[config.mk]
export PLATFORM = sky130hd
export DESIGN_NAME = mmio_port
export DESIGN_NICKNAME = d
export VERILOG_FILES = /design/src/axi_pkg.sv /design/src/mmio_pkg.sv /design/src/axi_write_drain.sv /design/src/mmio_access_fsm.sv /design/src/mmio_port.sv /design/src/sb_pointers.sv /design/src/sb_storage.sv
export VERILOG_INCLUDE_DIRS = /design/src /design/src/src
export SDC_FILE = /design/constraint.sdc
export NUM_CORES = 1
export LEC_CHECK = 0
export ABC_CLOCK_PERIOD_IN_PS = 8200
export BUFFER_PORTS_ARGS = -buffer_cell sky130_fd_sc_hd__buf_2
export CORE_AREA = 2 2 185 277
export DETAILED_ROUTE_END_ITERATION = 8
export DIE_AREA = 0 0 187 279
export HOLD_SLACK_MARGIN = 0.1
export PLACE_DENSITY = 0.75
export RECOVER_POWER = 50
export SLEW_MARGIN = 20
export SYNTH_ARGS = -nofsm -noshare
export SYNTH_HDL_FRONTEND = slang
export SYNTH_SLANG_ARGS = --single-unit
[constraint.sdc]
create_clock -name clk -period 8.2 [get_ports clk]
set_clock_uncertainty 0.05 [all_clocks]
set_input_delay 0 -clock clk [delete_from_list [all_inputs] [get_ports clk]]
set_output_delay 0 -clock clk [all_outputs]
set_load 0.03 [all_outputs]
[src/mmio_params.svh]
`ifndef MMIO_PARAMS_SVH
`define MMIO_PARAMS_SVH

// bus widths
`define MMIO_ADDR_W 32
`define MMIO_DATA_W 32

// store buffer, depth must stay a power of two
`define MMIO_SB_DEPTH 8
`define MMIO_SB_PTR_W 3

`endif

[src/axi_pkg.sv]
`include "mmio_params.svh"

package axi_pkg;

    // shared by the read and write address channels
    typedef struct packed {
        logic [`MMIO_ADDR_W-1:0] addr;
        logic [7:0]              len;  // beats minus one
        logic [2:0]              size; // log2 of bytes per beat
    } ax_req_t;

    // one beat on the write data channel
    typedef struct packed {
        logic [`MMIO_DATA_W-1:0]   data;
        logic [`MMIO_DATA_W/8-1:0] strb;
        logic                      last;
    } w_beat_t;

endpackage

[src/mmio_pkg.sv]
`include "mmio_params.svh"

package mmio_pkg;

    // memory stage request from the pipeline
    typedef struct packed {
        logic                      en;
        logic                      write;
        logic [`MMIO_ADDR_W-1:0]   addr;
        logic [1:0]                size;
        logic [`MMIO_DATA_W/8-1:0] wmask;
        logic [`MMIO_DATA_W-1:0]   wdata;
    } cpu_req_t;

    // one buffered uncached store
    typedef struct packed {
        logic [`MMIO_ADDR_W-1:0]   waddr;
        logic [1:0]                wsize;
        logic [`MMIO_DATA_W/8-1:0] wstrb;
        logic [`MMIO_DATA_W-1:0]   wdata; // already lane aligned
    } sb_entry_t;

    typedef enum logic [1:0] {
        ACC_IDLE,
        ACC_READ,
        ACC_RESULT
    } access_state_t;

endpackage

[src/axi_write_drain.sv]
`timescale 1ns/1ps
`include "mmio_params.svh"

module axi_write_drain (
    input  logic                clk,
    input  logic                rst,
    input  logic                pending,
    input  mmio_pkg::sb_entry_t head_entry,
    output logic                pop,
    output logic                busy,
    output axi_pkg::ax_req_t    aw,
    output logic                awvalid,
    input  logic                awready,
    output axi_pkg::w_beat_t    w,
    output logic                wvalid,
    input  logic                wready
);

    logic                      aw_left;
    logic                      w_left;
    logic                      done;
    logic [`MMIO_DATA_W-1:0]   w_data_q;
    logic [`MMIO_DATA_W/8-1:0] w_strb_q;
    logic                      w_last_q;

    assign aw_left = awvalid && !awready;
    assign w_left  = wvalid && !wready;
    assign done    = busy && !aw_left && !w_left; // both channels finish by this edge
    assign pop     = pending && (!busy || done);

    assign w = '{data: w_data_q, strb: w_strb_q, last: w_last_q};

    always_ff @(posedge clk) begin
        if (rst) begin
            busy     <= 1'b0;
            awvalid  <= 1'b0;
            wvalid   <= 1'b0;
            w_last_q <= 1'b0;
        end else if (pop) begin
            // both channels raised together
            busy     <= 1'b1;
            awvalid  <= 1'b1;
            wvalid   <= 1'b1;
            w_last_q <= 1'b1; // single beat burst
        end else if (done) begin
            busy     <= 1'b0;
            awvalid  <= 1'b0;
            wvalid   <= 1'b0;
            w_last_q <= 1'b0;
        end else begin
            if (awvalid && awready) begin
                awvalid <= 1'b0;
            end
            if (wvalid && wready) begin
                wvalid <= 1'b0; // wait for aw
            end
        end
    end

    always_ff @(posedge clk) begin
        if (pop) begin
            aw       <= '{addr: head_entry.waddr, len: 8'd0, size: {1'b0, head_entry.wsize}};
            w_data_q <= head_entry.wdata;
            w_strb_q <= head_entry.wstrb;
        end
    end

    a_w_stable: assert property (
        @(posedge clk) disable iff (rst) (wvalid && !wready) |=> $stable(w)
    ) else $error("write beat changed under back-pressure");

endmodule

[src/mmio_access_fsm.sv]
`timescale 1ns/1ps
`include "mmio_params.svh"

module mmio_access_fsm (
    input  logic                    clk,
    input  logic                    rst,
    input  mmio_pkg::cpu_req_t      req,
    input  logic                    stall_m,
    input  logic                    sb_full,
    input  logic                    sb_busy,
    output logic                    push,
    output mmio_pkg::sb_entry_t     push_entry,
    output logic                    dstall,
    output logic [`MMIO_DATA_W-1:0] rdata,
    output axi_pkg::ax_req_t        ar,
    output logic                    arvalid,
    input  logic                    arready,
    input  logic [`MMIO_DATA_W-1:0] r_data,
    input  logic                    rvalid,
    output logic                    rready
);

    mmio_pkg::access_state_t state;
    logic                    write_saved; // current write already in the buffer
    logic                    is_read;
    logic                    is_write;
    logic [`MMIO_DATA_W-1:0] rdata_q;

    assign is_read  = req.en && !req.write;
    assign is_write = req.en && req.write;

    // reads always wait in idle, writes only on a full buffer
    assign dstall = (state == mmio_pkg::ACC_IDLE) ? (is_read || (is_write && sb_full))
                                                  : (state != mmio_pkg::ACC_RESULT);

    assign push = (state == mmio_pkg::ACC_IDLE) && is_write && !sb_full && !write_saved;
    assign push_entry = '{waddr: req.addr, wsize: req.size, wstrb: req.wmask, wdata: req.wdata};

    assign rdata = rdata_q;

    always_ff @(posedge clk) begin
        if (rst) begin
            state       <= mmio_pkg::ACC_IDLE;
            write_saved <= 1'b0;
            arvalid     <= 1'b0;
            rready      <= 1'b0;
        end else begin
            if (!dstall && !stall_m) begin
                write_saved <= 1'b0; // pipeline moved on
            end else if (push) begin
                write_saved <= 1'b1;
            end
            case (state)
                mmio_pkg::ACC_IDLE: begin
                    if (is_read && !sb_busy) begin // buffer drained first
                        arvalid <= 1'b1;
                        rready  <= 1'b1;
                        state   <= mmio_pkg::ACC_READ;
                    end
                end
                mmio_pkg::ACC_READ: begin
                    if (arvalid && arready) begin
                        arvalid <= 1'b0;
                    end
                    if (rvalid && rready) begin
                        rready <= 1'b0;
                        state  <= mmio_pkg::ACC_RESULT;
                    end
                end
                mmio_pkg::ACC_RESULT: begin
                    if (!stall_m) begin
                        state <= mmio_pkg::ACC_IDLE;
                    end
                end
                default: state <= mmio_pkg::ACC_IDLE;
            endcase
        end
    end

    // read payload and result
    always_ff @(posedge clk) begin
        if (state == mmio_pkg::ACC_IDLE && is_read && !sb_busy) begin
            ar <= '{addr: req.addr, len: 8'd0, size: {1'b0, req.size}};
        end
        if (state == mmio_pkg::ACC_READ && rvalid && rready) begin
            rdata_q <= r_data;
        end
    end

    a_ar_in_read: assert property (
        @(posedge clk) disable iff (rst) arvalid |-> state == mmio_pkg::ACC_READ
    ) else $error("arvalid outside of read state");

endmodule

[src/mmio_port.sv]
`timescale 1ns/1ps
`include "mmio_params.svh"

module mmio_port (
    input  logic                    clk,
    input  logic                    rst,
    input  mmio_pkg::cpu_req_t      req,
    input  logic                    stall_m,
    output logic                    dstall,
    output logic [`MMIO_DATA_W-1:0] rdata,
    output axi_pkg::ax_req_t        ar,
    output logic                    arvalid,
    input  logic                    arready,
    input  logic [`MMIO_DATA_W-1:0] r_data,
    input  logic                    rvalid,
    input  logic                    rlast,
    output logic                    rready,
    output axi_pkg::ax_req_t        aw,
    output logic                    awvalid,
    input  logic                    awready,
    output axi_pkg::w_beat_t        w,
    output logic                    wvalid,
    input  logic                    wready,
    input  logic                    bvalid,
    output logic                    bready
);

    logic                      push;
    logic                      pop;
    mmio_pkg::sb_entry_t       push_entry;
    mmio_pkg::sb_entry_t       head_entry;
    logic [`MMIO_SB_PTR_W-1:0] head;
    logic [`MMIO_SB_PTR_W-1:0] tail;
    logic                      sb_full;
    logic                      sb_pending;
    logic                      drain_busy;
    logic                      sb_busy;

    assign sb_busy = sb_pending || drain_busy; // holds reads back
    assign bready  = 1'b1; // write responses carry nothing we use

    mmio_access_fsm i_fsm (
        .clk, .rst, .req, .stall_m, .sb_full, .sb_busy, .push, .push_entry,
        .dstall, .rdata, .ar, .arvalid, .arready, .r_data, .rvalid, .rready
    );

    sb_pointers i_ptrs (
        .clk, .rst, .push, .pop, .head, .tail, .full(sb_full), .pending(sb_pending)
    );

    sb_storage i_store (
        .clk, .we(push), .waddr_idx(tail), .raddr_idx(head),
        .wentry(push_entry), .rentry(head_entry)
    );

    axi_write_drain i_drain (
        .clk, .rst, .pending(sb_pending), .head_entry, .pop, .busy(drain_busy),
        .aw, .awvalid, .awready, .w, .wvalid, .wready
    );

    // single beat reads, and no response may arrive with nothing in flight on the bus
    a_read_single_beat: assert property (
        @(posedge clk) disable iff (rst) (rvalid && rready) |-> rlast
    ) else $error("read burst longer than one beat");

    a_bresp_after_write: assert property (
        @(posedge clk) disable iff (rst) bvalid |-> $past(drain_busy) || drain_busy
    ) else $error("write response without a write in flight");

endmodule

[src/sb_pointers.sv]
`timescale 1ns/1ps
`include "mmio_params.svh"

module sb_pointers (
    input  logic                      clk,
    input  logic                      rst,
    input  logic                      push,
    input  logic                      pop,
    output logic [`MMIO_SB_PTR_W-1:0] head,
    output logic [`MMIO_SB_PTR_W-1:0] tail,
    output logic                      full,
    output logic                      pending
);

    logic [`MMIO_SB_PTR_W-1:0] tail_next;

    assign tail_next = tail + 1'b1; // wraps on power of two depth
    assign pending   = head != tail;
    assign full      = tail_next == head; // one slot kept empty

    always_ff @(posedge clk) begin
        if (rst) begin
            head <= '0;
            tail <= '0;
        end else begin
            if (push) begin
                tail <= tail_next;
            end
            if (pop) begin
                head <= head + 1'b1;
            end
        end
    end

    // the FSM and the drain must honour the flags
    a_no_push_when_full: assert property (
        @(posedge clk) disable iff (rst) push |-> !full
    ) else $error("store buffer push while full");

    a_no_pop_when_empty: assert property (
        @(posedge clk) disable iff (rst) pop |-> pending
    ) else $error("store buffer pop while empty");

endmodule

[src/sb_storage.sv]
`timescale 1ns/1ps
`include "mmio_params.svh"

module sb_storage (
    input  logic                      clk,
    input  logic                      we,
    input  logic [`MMIO_SB_PTR_W-1:0] waddr_idx,
    input  logic [`MMIO_SB_PTR_W-1:0] raddr_idx,
    input  mmio_pkg::sb_entry_t       wentry,
    output mmio_pkg::sb_entry_t       rentry
);

    mmio_pkg::sb_entry_t entries [`MMIO_SB_DEPTH];

    // written at tail
    always_ff @(posedge clk) begin
        if (we) begin
            entries[waddr_idx] <= wentry;
        end
    end

    // head entry visible in the same cycle
    assign rentry = entries[raddr_idx];

endmodule

* Word-level counts from Yosys, hierarchy flattened
Memory sizes are Yosys's and may differ from the RTL's. A register that Yosys moved wholly into a read port is not among the register bits.
Cells that the tools add are included.
** Operators by class
- Equality and inequality tests :: 9
- Muxes and demuxes :: 20
- $add $sub $neg :: 2
- Reductions and logical operators :: 44
** Operators by type and width (count)
- $logic_and A1 B1 Y1 :: 21
- $mux W1 :: 14
- $logic_not A1 Y1 :: 11
- $reduce_and A3 Y1 :: 3
- $add A3 B1 Y3 const B :: 2
- $mux W2 :: 3
- $ne A2 B2 Y1 const B :: 3
- $pmux W2 S3 :: 1
- $reduce_bool A3 Y1 :: 2
- $ne A2 B1 Y1 const B :: 2
- $pmux W1 S2 :: 2
- $reduce_bool A2 Y1 :: 2
- $eq A3 B3 Y1 :: 1
- $logic_or A1 B1 Y1 :: 3
- $ne A3 B3 Y1 :: 1
- $eq A2 B1 Y1 const B :: 1
- $eq A2 B2 Y1 const B :: 1
- $logic_not A2 Y1 :: 1
- $reduce_or A2 Y1 :: 1
** Word-level totals
- Word-level logic and storage cells :: 88
- Flip-flop bits (word level) :: 80
- Memories kept :: 1
- Bits in writable memories :: 560
** Memory list
- i_store.entries :: depth 8, bits a word 70, read ports 1, clocked after memory_dff 1, wr ports 1, RTL line sb_storage.sv:13 : mmio_pkg::sb_entry_t entries [`MMIO_SB_DEPTH];

* Depth between registers and ports, before layout
Gate-level depths: netlist of the first run.
- Depth after elaboration :: 8
- Depth in mapped cells :: 6
- Gate-level depth less buffers :: 5

* By module
A second synthesis of the first run with hierarchy kept.
** Unflattened totals
- Cell total of the unflattened synthesis :: 1128
- Area total of the unflattened synthesis :: 26574.2 µm²
** By module, submodules not included
- sb_storage :: cells an instance 823, times used 1, area an instance 21066.5 µm², seq. area each 16816.1 µm²
- mmio_access_fsm :: cells an instance 177, times used 1, area an instance 2845.2 µm², seq. area each 2082.0 µm²
- axi_write_drain :: cells an instance 96, times used 1, area an instance 2328.5 µm², seq. area each 2162.1 µm²
- sb_pointers :: cells an instance 29, times used 1, area an instance 316.6 µm², seq. area each 120.1 µm²
- mmio_port :: cells an instance 3, times used 1, area an instance 17.5 µm², seq. area each 0.0 µm²

* Least setup slack after synthesis of the first run
Ideal clock, no wire load.
- Path type :: flip-flop to flip-flop
- Start point :: reg i_ptrs.tail[1]
- End point :: mem i_store.entries[0][0] in the netlist's numbering (enable)
- Arrival time :: 7735 ps
- Library setup time :: 671 ps
- Cell stages (with the launch flop) :: 6
- Slack :: -256 ps
- Path buffers :: 0
- Path through :: dfxtp_1 -> ha_1 -> xnor2_1 -> nand3_2 -> nand2_1 -> nor4_1
** On the way
- Cells in the longest elaborated chain, start to end :: 7
** Ends and longest elaborated chain
- start, declared :: RTL line sb_pointers.sv:10 : output logic [`MMIO_SB_PTR_W-1:0] tail,
- start signal, assigned :: RTL line sb_pointers.sv:27 : tail <= tail_next;
- $add A3 B1 Y3 :: RTL line sb_pointers.sv:17 : assign tail_next = tail + 1'b1;
- via i_ptrs.tail_next[1] :: RTL line sb_pointers.sv:15 : logic [`MMIO_SB_PTR_W-1:0] tail_next;
- $eq A3 B3 Y1 :: RTL line sb_pointers.sv:19 : assign full = tail_next == head;
- $logic_not A1 Y1 :: RTL line mmio_access_fsm.sv:36 : assign push = (state == mmio_pkg::ACC_IDLE) && is_write && !sb_full && !write_saved;
- $logic_and A1 B1 Y1 (2 in a row) :: RTL line mmio_access_fsm.sv:36
- $mux W1 :: RTL line sb_storage.sv:17 : if (we) begin
- $mux W1 (not written as such) :: RTL line sb_storage.sv:18 : entries[waddr_idx] <= wentry;
- end, declared :: RTL line sb_storage.sv:13
The timed path passes the listed nets, and every way through them passes these cells.

* Worst setup path in the final report of the first run
- Start point :: reg i_ptrs.tail[0]
- End point :: mem i_store.entries[2][37] in the netlist's numbering (enable)
Same word-level chain as after synthesis.

==> reports/metrics.yaml, run 1 <==
worst_setup_path:
  critical_path_class: "reg -> reg"
  endpoint_kind: "register"
  ff2ff_path_depth: 7
  critical_path.max_stage_delay_ns: 0.64
  worstPathRequired_ns: 8.37
  r2r_slack_ns: 4.24
  critPathArrivalTime_ns: 4.13
  slowest_stage: "buf_4"
  rr_startpoint: "i_ptrs.tail[0]"
  cp_num_cells: 7
  crit_top_cell: "buf_4"
  crit_end: "i_store.entries[2][37]"
  worstPathCellList: "ha_1 > xnor2_1 > nand3_2 > nand2_1 > nor3_2 > buf_4 > buf_4"
  startpoint: "i_ptrs.tail[0]"
  cp_top_family: "buffers and inverters"
  crit_fanout: 35
  path_buf_inv: 2
  r2r-end: "i_store.entries[2][37]"
  crit_path_start_kind: "register"
placement:
  gp_congestion: 0.754
  io_buffers: 252
  hpwl_um: 28700
timing:
  final-hold-violation-count: 0
  min_period_over_period: 0.483
  setup_violations: 0
  max_slew_margin: -0.177
  worstMarginPinSlew_ns: 1.77
  rsz0062_at_grt: "false"
  finalCriticalPeriod_ns: 3.96
  fmax_mhz: 253
  finalSetupTns_ns: 0
  drv_slew: 33
run:
  cap_violations: 1
drt:
  num_vias: 12983
  wl_met1_um: 20600
  postRouteAntennaNets: 0
  wirelength_um: 54300
  drtIter0Drc: 917
  vias_per_cell: 5.50
  dr_wl_met3_um: 2420
  dr.pass1.iters: 5
  drc_errors: 0
  top_layer: "met4"
  wl_per_cell_um: 23.0
  wl_met2_um: 29900
outcome:
  violations: "capacitance limit, slew limit"
  outcome: "finished, violations left"
global_route:
  grt-ovfl-total: 0
  antenna_found_initial: 2
  grt_max_degree: 63
  grt_pass1_wl_um: 83100
  grt_pass1_vias: 14007
  track_usage: 0.212
cts:
  clk_pin_slew_worst_paths_ns: 0.07
  clkSinkCount: 710
  cts_max_level: 2
  cts_tree: "built"
  clk_latency_ns: 0.61
  cts_root_buf: "clkbuf_16"
  clock_path_buffers: 3
  cts_buffers: 60
layout:
  final-seq-area_um2: 21200
  fill_cells: 3482
  syn2layout_area_growth_pct: 19.8
  multiInputGateArea_um2: 4590
  drive_gt1_frac: 0.186
  final_util: 0.629
  nets: 1761
floorplanning:
  die_area_um2: 52200
  io_pins: 274
  die_h_um: 279
  rows: 100
  core-area_um2: 49700
  dieWidth_um: 187
  initial_utilization: 0.525
logic_synthesis:
  netlist_area_um2: 26100
  avgSynthCellArea_um2: 21.5
  synthCells: 1215
  netlist.area_leader.share: 0.802
  yosys_warnings: 0
  synth_mux_area_frac: 0.121
  ys_ff_latch: 710
  synth_ff_type: "edfxtp_1"
  synthArstFlopShare: 0
  synth_top_family_by_area: "multiplexers"
  synth_compound_area_frac: 0.00605
  ys_seq_area_frac: 0.812
  yosysMostFrequentCell: "edfxtp_1"
  synthSimpleGateAreaFrac: 0.0400
  synth_commonest_cells: "edfxtp_1 (696), nand2_1 (220), mux4_2 (140)"
  synthXorXnorAreaFrac: 0.00293
  synthAdderAreaFrac: 0.000960
  synth-edff-count: 696
  synth_cell_types: 41
  synth_area_leaders: "edfxtp_1 (80%), mux4_2 (12%), nand2_1 (3.2%)"
  synth_top_area_cell: "edfxtp_1"
pwr:
  p_per_area_nw_per_um2: 309
  leakagePower_nw: 10.1
  peakVddDrop_v: 0.000205
worst_hold_path:
  hold_class: "in -> reg"
## metal layers
layer,vias up,global-route usage
li1,5670,-
met1,6816,0.255
met4,0,0.0672
met5,-,0
met2,408,0.395
met3,89,0.0265
## per-stage QoR
step                setup slack (ns)  hold WS (ns)  cells  power (W)  area (um^2)
floorplan                       1.60        0.0287   1232    0.00630        26100
global placement                4.40         0.128   2099    0.00688        28100
detailed placement              4.29         0.128   2099    0.00691        28100
CTS                             4.23         0.133   2358    0.00981        31500
global route                    4.11         0.254   2360     0.0100        31200
finish                          4.24         0.259   2360    0.00965        31200
## worst reg2reg max path, delay by kind of cell, from the launching register on
kind | cells | cell delay (ns)
buffers and inverters | 2 | 1.26
flip-flops | 1 | 0.63
adder cells (fa/ha/maj) | 1 | 0.35
AND/OR/NAND/NOR | 3 | 1.04
XOR/XNOR | 1 | 0.19
## logic make-up after synthesis
family / Yosys count
AO/OA/AOI/OAI: 24
XOR/XNOR: 5
adder cells (fa/ha/maj): 2
buffers and inverters: 74
flip-flops: 710
multiplexers: 141
other: 2
AND/OR/NAND/NOR: 257
## flip-flops by register name, summed over array words and instances (netlist names)
name,count
i_store.entries,560
i_drain.aw,34
i_fsm.ar,34
i_drain.w_data_q,32
i_fsm.rdata,32
i_drain.w_strb_q,4
i_ptrs.head,3
i_ptrs.tail,3
i_fsm.state,2
i_drain.awvalid,1
i_drain.w_last_q,1
i_drain.wvalid,1
i_fsm.arvalid,1
i_fsm.rready,1
i_fsm.write_saved,1
## cell type report
cell class | count | area share
clock inverters | 42 | 0.0138
inverters | 4 | 0.000601
well taps | 663 | 0.0265
multi-input cells | 448 | 0.147
diodes | 2 | 0.000160
clock buffers | 69 | 0.0491
flip-flops and latches | 710 | 0.678
repair buffers | 422 | 0.0845
## worst min-delay path by stage
stage                          start                endpoint  slack [ns]  cells past startpoint
after detailed placement  r_data[19]         i_fsm.rdata[19]        0.13                      1
after CTS                    req[35]  i_store.entries[1][35]        0.13                      2
after floorplan                  rst          i_fsm.state[0]        0.03                      1
after global routing         req[35]  i_store.entries[1][35]        0.25                      2
final                        req[27]  i_store.entries[2][27]        0.26                      2
after global placement     r_data[0]          i_fsm.rdata[0]        0.13                      1
## repair_timing
action	4_1_cts	5_1_grt
gates resized for setup	0	0
hold buffers	148	0
endpoints found under the hold margin	640	0
buffers inserted	0	0
## where the power goes
group	internal (W)	switching, W
Clock	0.00160	0.00125
Combinational	0.000789	0.00136
Sequential	0.00446	0.000193
Total	0.00685	0.00280
## placed cells by master (no fill, tap or decap), types with 9 or more instances in the layout
cell type      count
a21oi_1            9
buf_4             21
clkinv_2          16
dfxtp_1           11
clkbuf_1         221
nand2_1          220
dlygate4sd3_1    148
conb_1            19
clkbuf_16         60
buf_2             41
edfxtp_1         696
mux4_2           140
clkinv_1          11
Power figures use the tool's default switching activity.
==> run 2: changes to the inputs <==
--- a/config.mk
+++ b/config.mk
@@ -6,13 +6,14 @@
 export SDC_FILE = /design/constraint.sdc
 export NUM_CORES = 1
 export LEC_CHECK = 0
-export ABC_CLOCK_PERIOD_IN_PS = 8200
+export ABC_AREA = 1
+export ABC_CLOCK_PERIOD_IN_PS = 4100
 export BUFFER_PORTS_ARGS = -buffer_cell sky130_fd_sc_hd__buf_2
-export CORE_AREA = 2 2 185 277
+export CORE_AREA = 2 2 180 271
 export DETAILED_ROUTE_END_ITERATION = 8
-export DIE_AREA = 0 0 187 279
+export DIE_AREA = 0 0 182 273
 export HOLD_SLACK_MARGIN = 0.1
-export PLACE_DENSITY = 0.75
+export PLACE_DENSITY = 0.77
 export RECOVER_POWER = 50
 export SLEW_MARGIN = 20
 export SYNTH_ARGS = -nofsm -noshare
==> constraint.sdc (replaced) <==
create_clock -name clk -period 4.1 [get_ports clk]
set_clock_uncertainty 0.05 [all_clocks]
set_input_delay 0 -clock clk [delete_from_list [all_inputs] [get_ports clk]]
set_output_delay 0 -clock clk [all_outputs]
set_load 0.03 [all_outputs]
==> run 2 against run 1 <==
  * The flow still finishes with violations (capacitance limit, slew limit)
  * Non-clock buffer count increased by 1
  * Clock power rose by 110%
  * Critical path type unchanged
  * Worst setup slack worse by 3.5 ns
  * Critical endpoint is now i_ptrs.head[2]
  * Final cell count is 26% higher
  * First-iteration DRC count is 66% higher
  * Total power rose by 110%
  * Utilization is 4.1 points higher
==> reports/metrics.yaml, run 2 <==
outcome:
  outcome: "finished, violations left"
  violations: "capacitance limit, slew limit"
global_route:
  antenna_found_initial: 1
  grt_pass1_vias: 17337
  grt-ovfl-total: 0
  track_usage: 0.243
  grt_max_degree: 174
  grt_pass1_wl_um: 93100
cts:
  cts_root_buf: "clkbuf_16"
  clk_pin_slew_worst_paths_ns: 0.07
  clk_latency_ns: 0.60
  cts_tree: "built"
  cts_max_level: 2
  cts_resized: 0
  clkSinkCount: 710
  cts_buffers: 59
  clock_path_buffers: 3
placement:
  gp_congestion: 0.796
  io_buffers: 252
  hpwl_um: 30400
worst_setup_path:
  endpoint_kind: "register"
  slowest_stage: "dfxtp_4"
  worstPathRequired_ns: 4.59
  rr_startpoint: "i_ptrs.head[1]"
  critPathArrivalTime_ns: 3.84
  startpoint: "i_ptrs.head[1]"
  crit_path_start_kind: "register"
  critical_path.max_stage_delay_ns: 0.93
  worstPathCellList: "buf_4 > ha_1 > xor2_1 > nand3_1 > a21oi_1 > dlygate4sd3_1"
  path_buf_inv: 2
  cp_top_family: "buffers and inverters"
  critical_path_class: "reg -> reg"
  crit_fanout: 76
logic_synthesis:
  yosysMostFrequentCell: "edfxtp_1"
  synth_ff_type: "edfxtp_1"
  avgSynthCellArea_um2: 13.8
  netlist_area_um2: 26800
  synth_cell_types: 27
  ys_seq_area_frac: 0.791
  yosys_warnings: 0
  netlist.area_leader.share: 0.781
  synthArstFlopShare: 0
  synth_commonest_cells: "edfxtp_1 (696), nor2_1 (377), nand2_1 (247)"
  synth_area_leaders: "edfxtp_1 (78%), nor2_1 (5.3%), nand2_1 (3.5%)"
  synth-edff-count: 696
  synth_top_area_cell: "edfxtp_1"
  ys_ff_latch: 710
  synthCells: 1939
floorplanning:
  initial_utilization: 0.566
  die_h_um: 273
  dieWidth_um: 182
  io_pins: 274
  rows: 98
  core-area_um2: 47300
  die_area_um2: 49700
layout:
  nets: 2426
  most-common-layout-cells: "edfxtp_1 (696), nor2_1 (368), nand2_1 (247)"
  largest_register_ffs: 560
  final_util: 0.670
  mostFrequentLayoutCell: "edfxtp_1"
  drive_gt1_frac: 0.0754
  regMostFlops: "i_store.entries"
  syn2layout_area_growth_pct: 18.5
  fill_cells: 3204
  reg_top3: "i_store.entries (560), i_drain.aw (34), i_fsm.ar (34)"
drt:
  postRouteAntennaNets: 0
  drtIter0Drc: 1523
  dr.pass1.iters: 7
  wirelength_um: 60900
  num_vias: 16856
  wl_per_cell_um: 20.5
  vias_per_cell: 5.69
  drc_errors: 0
pwr:
  p_total_w: 0.0202
  p_per_area_nw_per_um2: 636
  leakagePower_nw: 10.7
  peakVddDrop_v: 0.000512
timing:
  final-hold-violation-count: 0
  setup_violations: 0
  rsz0062_at_grt: "false"
  drv_slew: 34
  fmax_mhz: 298
  worstMarginPinSlew_ns: 1.85
  max_slew_margin: -0.234
  finalCriticalPeriod_ns: 3.35
  min_period_over_period: 0.817
worst_hold_path:
  hp-start: "wready"
  hold_class: "in -> reg"
run:
  cap_violations: 1
run 2: cell count changes in the layout (fill, tap and decap cells not counted), moves of 6 or more:
cell and change:
buf_12 +9, clkinv_2 -6, nand2_1 +27, mux4_2 -140, inv_1 +18, buf_4 -7
o21ai_0 +160, a21oi_1 +66, o21ai_1 +119, a31oi_1 +68, nor2_1 +363
run 2: kinds of logic (layout without fill, tap and decap cells):
family,count (synthesis),in the layout,synth area share
AOI/OAI and AO/OA,428,428,0.0833
xor gates and xnor gates,3,3,0.000982
adders and majority gates,2,2,0.000935
buffers and inverters,153,558,0.0320
DFF,710,710,0.791
other,2,20,0.000281
and+or+nand+nor,641,641,0.0913
run 2: worst paths after layout:
path	end	slack [ns]	cells after the start
worst min register to register	i_fsm.state[1]	0.48	2
worst max-delay path	i_ptrs.head[2]	0.75	6
worst min-delay path	i_drain.wvalid	0.19	5
worst max register to register	i_ptrs.head[2]	0.75	6
run 2: power by group:
group / leakage, nW / internal, W / total (W) / switching (W)
logic: 3.31 / 0.00123 / 0.00491 / 0.00369
clock network: 0.984 / 0.00332 / 0.00584 / 0.00252
registers: 6.45 / 0.00897 / 0.00943 / 0.000461
total: 10.7 / 0.0135 / 0.0202 / 0.00667
run 2: per-stage QoR:
stage	cell area [um^2]	setup slack [ns]	instances	setup TNS [ns]	hold slack, ns
floorplan	26800	-0.499	1956	-242.18	0.0489
global placement	28500	1.05	2703	0	0.130
detailed placement	28500	1.02	2703	0	0.129
CTS	32000	0.831	2961	0	0.108
global route	31700	0.614	2962	0	0.187
finish	31700	0.749	2962	0	0.188
run 2: timing repair:
action | 4_1_cts | 5_1_grt
setup buffers | 0 | 0
hold buffers | 147 | 0
endpoints found under the hold margin | 672 | 0
run 2: final cells by class:
class                      count  area (um^2)  share of cell area
multi-input combinational   1093         4860               0.153
antenna                        1         2.50           0.0000789
timing repair buffer         423         2760              0.0871
inverter                      24          106             0.00335
tap                          600          751              0.0237
clock buffer                  70         1610              0.0508
clock inverter                41          434              0.0137
sequential                   710        21200               0.668
run 2: routing by layer:
layer | GRT usage | part of all wire | vias to the layer above
met5 | 0 | 0 | -
met4 | 0.0955 | 0.027 | 0
met3 | 0.0320 | 0.068 | 123
met2 | 0.440 | 0.52 | 806
met1 | 0.295 | 0.38 | 8234
li1 | - | - | 7693
run 2: worst register-to-register path: cells and delay by family (launching register included):
family	cells	cell delay (ns)
simple gates	1	0.11
buf+inv	2	1.51
fa+ha+maj	1	0.36
xor+xnor	1	0.16
flops	1	0.93
compound gates	1	0.18
==> run 3: changes to the inputs <==
--- a/config.mk
+++ b/config.mk
@@ -7,7 +7,7 @@
 export NUM_CORES = 1
 export LEC_CHECK = 0
 export ABC_AREA = 1
-export ABC_CLOCK_PERIOD_IN_PS = 4100
+export ABC_CLOCK_PERIOD_IN_PS = 3340
 export BUFFER_PORTS_ARGS = -buffer_cell sky130_fd_sc_hd__buf_2
 export CORE_AREA = 2 2 180 271
 export DETAILED_ROUTE_END_ITERATION = 8
==> constraint.sdc (replaced) <==
create_clock -name clk -period 3.34 [get_ports clk]
set_clock_uncertainty 0.05 [all_clocks]
set_input_delay 0 -clock clk [delete_from_list [all_inputs] [get_ports clk]]
set_output_delay 0 -clock clk [all_outputs]
set_load 0.03 [all_outputs]
==> run 3 against run 2 <==
  * The flow now finishes without violations
  * Utilization down 0.069 points
  * Critical path depth up 3
  * Flip-flop and latch count unchanged
  * Routed wire length up 2.5%
  * Final cell count about the same
  * Critical path type unchanged
==> reports/metrics.yaml, run 3 (same netlist as run 2, synthesis figures left out) <==
cts:
  clk_latency_ns: 0.60
  cts_resized: 0
  cts_root_buf: "clkbuf_16"
  hold_buffers: 146
  postCtsSetupBuffers: 0
  cts_tree: "built"
  clk_pin_slew_worst_paths_ns: 0.07
  clock_path_buffers: 3
  cts_buffers: 59
  clkSinkCount: 710
  cts_max_level: 2
timing:
  holdWs_ns: 0.205
  rsz0062_at_grt: "false"
  finalCriticalPeriod_ns: 2.83
  min_period_over_period: 0.848
  drv_slew: 0
  max_slew_margin: 0.233
  layout_setup_ws_ns: 0.507
  final-hold-violation-count: 0
  fmax_mhz: 353
  worstMarginPinSlew_ns: 1.15
  setup_violations: 0
outcome:
  outcome: "finished, final reports clean"
floorplanning:
  dieWidth_um: 182
  initial_utilization: 0.566
  rows: 98
  die_area_um2: 49700
  core-area_um2: 47300
  io_pins: 274
  die_h_um: 273
placement:
  hpwl_um: 32300
  postPlaceCellArea_um2: 28600
  pre_cts_ws_ns: 0.590
  gp_congestion: 0.793
  io_buffers: 252
  place_inst: 2709
global_route:
  track_usage: 0.247
  grt_max_degree: 185
  grt_pass1_vias: 17185
  grt-ovfl-total: 0
  grt_pass1_wl_um: 94400
  antenna_found_initial: 0
layout:
  mostFrequentLayoutCell: "edfxtp_1"
  reg_top3: "i_store.entries (560), i_drain.aw (34), i_fsm.ar (34)"
  drive_gt1_frac: 0.0732
  regMostFlops: "i_store.entries"
  nets: 2431
  largest_register_ffs: 560
  most-common-layout-cells: "edfxtp_1 (696), nor2_1 (368), nand2_1 (248)"
  stdcell_count: 2964
  n_antenna_cell: 0
  fill_cells: 3206
  finish.instance_area_um2: 31700
  syn2layout_area_growth_pct: 18.4
drt:
  dr.pass1.iters: 5
  wirelength_um: 62400
  postRouteAntennaNets: 0
  num_vias: 16934
  wl_per_cell_um: 21.1
  drc_errors: 0
  vias_per_cell: 5.71
  drtIter0Drc: 1647
worst_setup_path:
  critical_path_class: "reg -> reg"
  worstPathCellList: "ha_1 > inv_1 > nand2_1 > nand2_1 > nor2_2 > nand2_1 > nand4_1 > nor2_4 > buf_4"
  crit_top_cell: "nand2_1"
  slowest_stage: "nor2_4"
  critPathArrivalTime_ns: 3.08
  crit_fanout: 13
  critical_path.max_stage_delay_ns: 0.61
  endpoint_kind: "register"
  crit_path_start_kind: "register"
  worstPathRequired_ns: 3.59
run:
  cap_violations: 0
pwr:
  power_frac_seq: 0.463
  p_int_w: 0.0163
  peakVddDrop_v: 0.000907
  p_sw_frac: 0.334
  p_per_area_nw_per_um2: 775
  p_sw_w: 0.00821
  clkPwrFrac: 0.277
  combPwrFrac: 0.260
  leakagePower_nw: 10.7
worst_hold_path:
  hold_class: "in -> reg"
==> run 3: cell types whose count changed in the layout (fill, tap and decap cells not counted), sizes merged <==
cell         delta
buf             +7
clkinv          -5
inv             +4
clkbuf          +3
clkinvlp        -3
bufinv          -2
diode           -1
dlygate4sd3     -1
==> run 3: stage by stage <==
| step | setup TNS, ns | util | total power, W |
|---|---|---|---|
| floorplan | -69.75 | - | 0.0159 |
| detailed placement | 0 | 0.604 | 0.0179 |
| global placement | 0 | 0.604 | 0.0177 |
| global route | 0 | 0.669 | 0.0256 |
| CTS | 0 | 0.675 | 0.0248 |
| finish | 0 | 0.669 | 0.0245 |
==> run 3: critical path, delay by kind of cell, from the launching register on <==
kind,cells,cell delay [ns]
flip-flops,1,0.42
adder cells (fa/ha/maj),1,0.27
AND/OR/NAND/NOR,6,1.37
buffers and inverters,2,0.42
==> run 3: worst paths after layout <==
kind                                         endpoint  depth (start not counted)           start  slack, ns
worst min register to register         i_fsm.state[1]                          2  i_fsm.state[1]       0.49
worst max-delay path            i_store.entries[0][4]                          9  i_ptrs.tail[1]       0.51
worst min-delay path                     i_fsm.rready                          3             rst       0.21
worst max register to register  i_store.entries[0][4]                          9  i_ptrs.tail[1]       0.51
==> run 3: power groups by stage <==
stage               sequential (W)  combinational, W  clock (W)
CTS                         0.0114           0.00653    0.00688
finish                      0.0114           0.00639    0.00679
detailed placement          0.0115           0.00635          0
floorplan                   0.0125           0.00342          0
global placement            0.0115           0.00612          0
global route                0.0114           0.00694    0.00719
==> run 3: metal layers <==
layer,global-route usage,share of wire,vias to the layer above
met3,0.0330,0.071,119
met5,0,0,-
met2,0.443,0.52,844
met1,0.309,0.38,8268
met4,0.0896,0.025,0
li1,-,-,7703
==> run 3: final cells by class <==
cell class | count | area, um^2 | area share
timing repair buffer | 428 | 2880 | 0.0910
inverter | 24 | 104 | 0.00328
tap | 600 | 751 | 0.0237
sequential | 710 | 21200 | 0.669
clock inverter | 35 | 368 | 0.0116
multi-input combinational | 1093 | 4850 | 0.153
clock buffer | 74 | 1530 | 0.0484
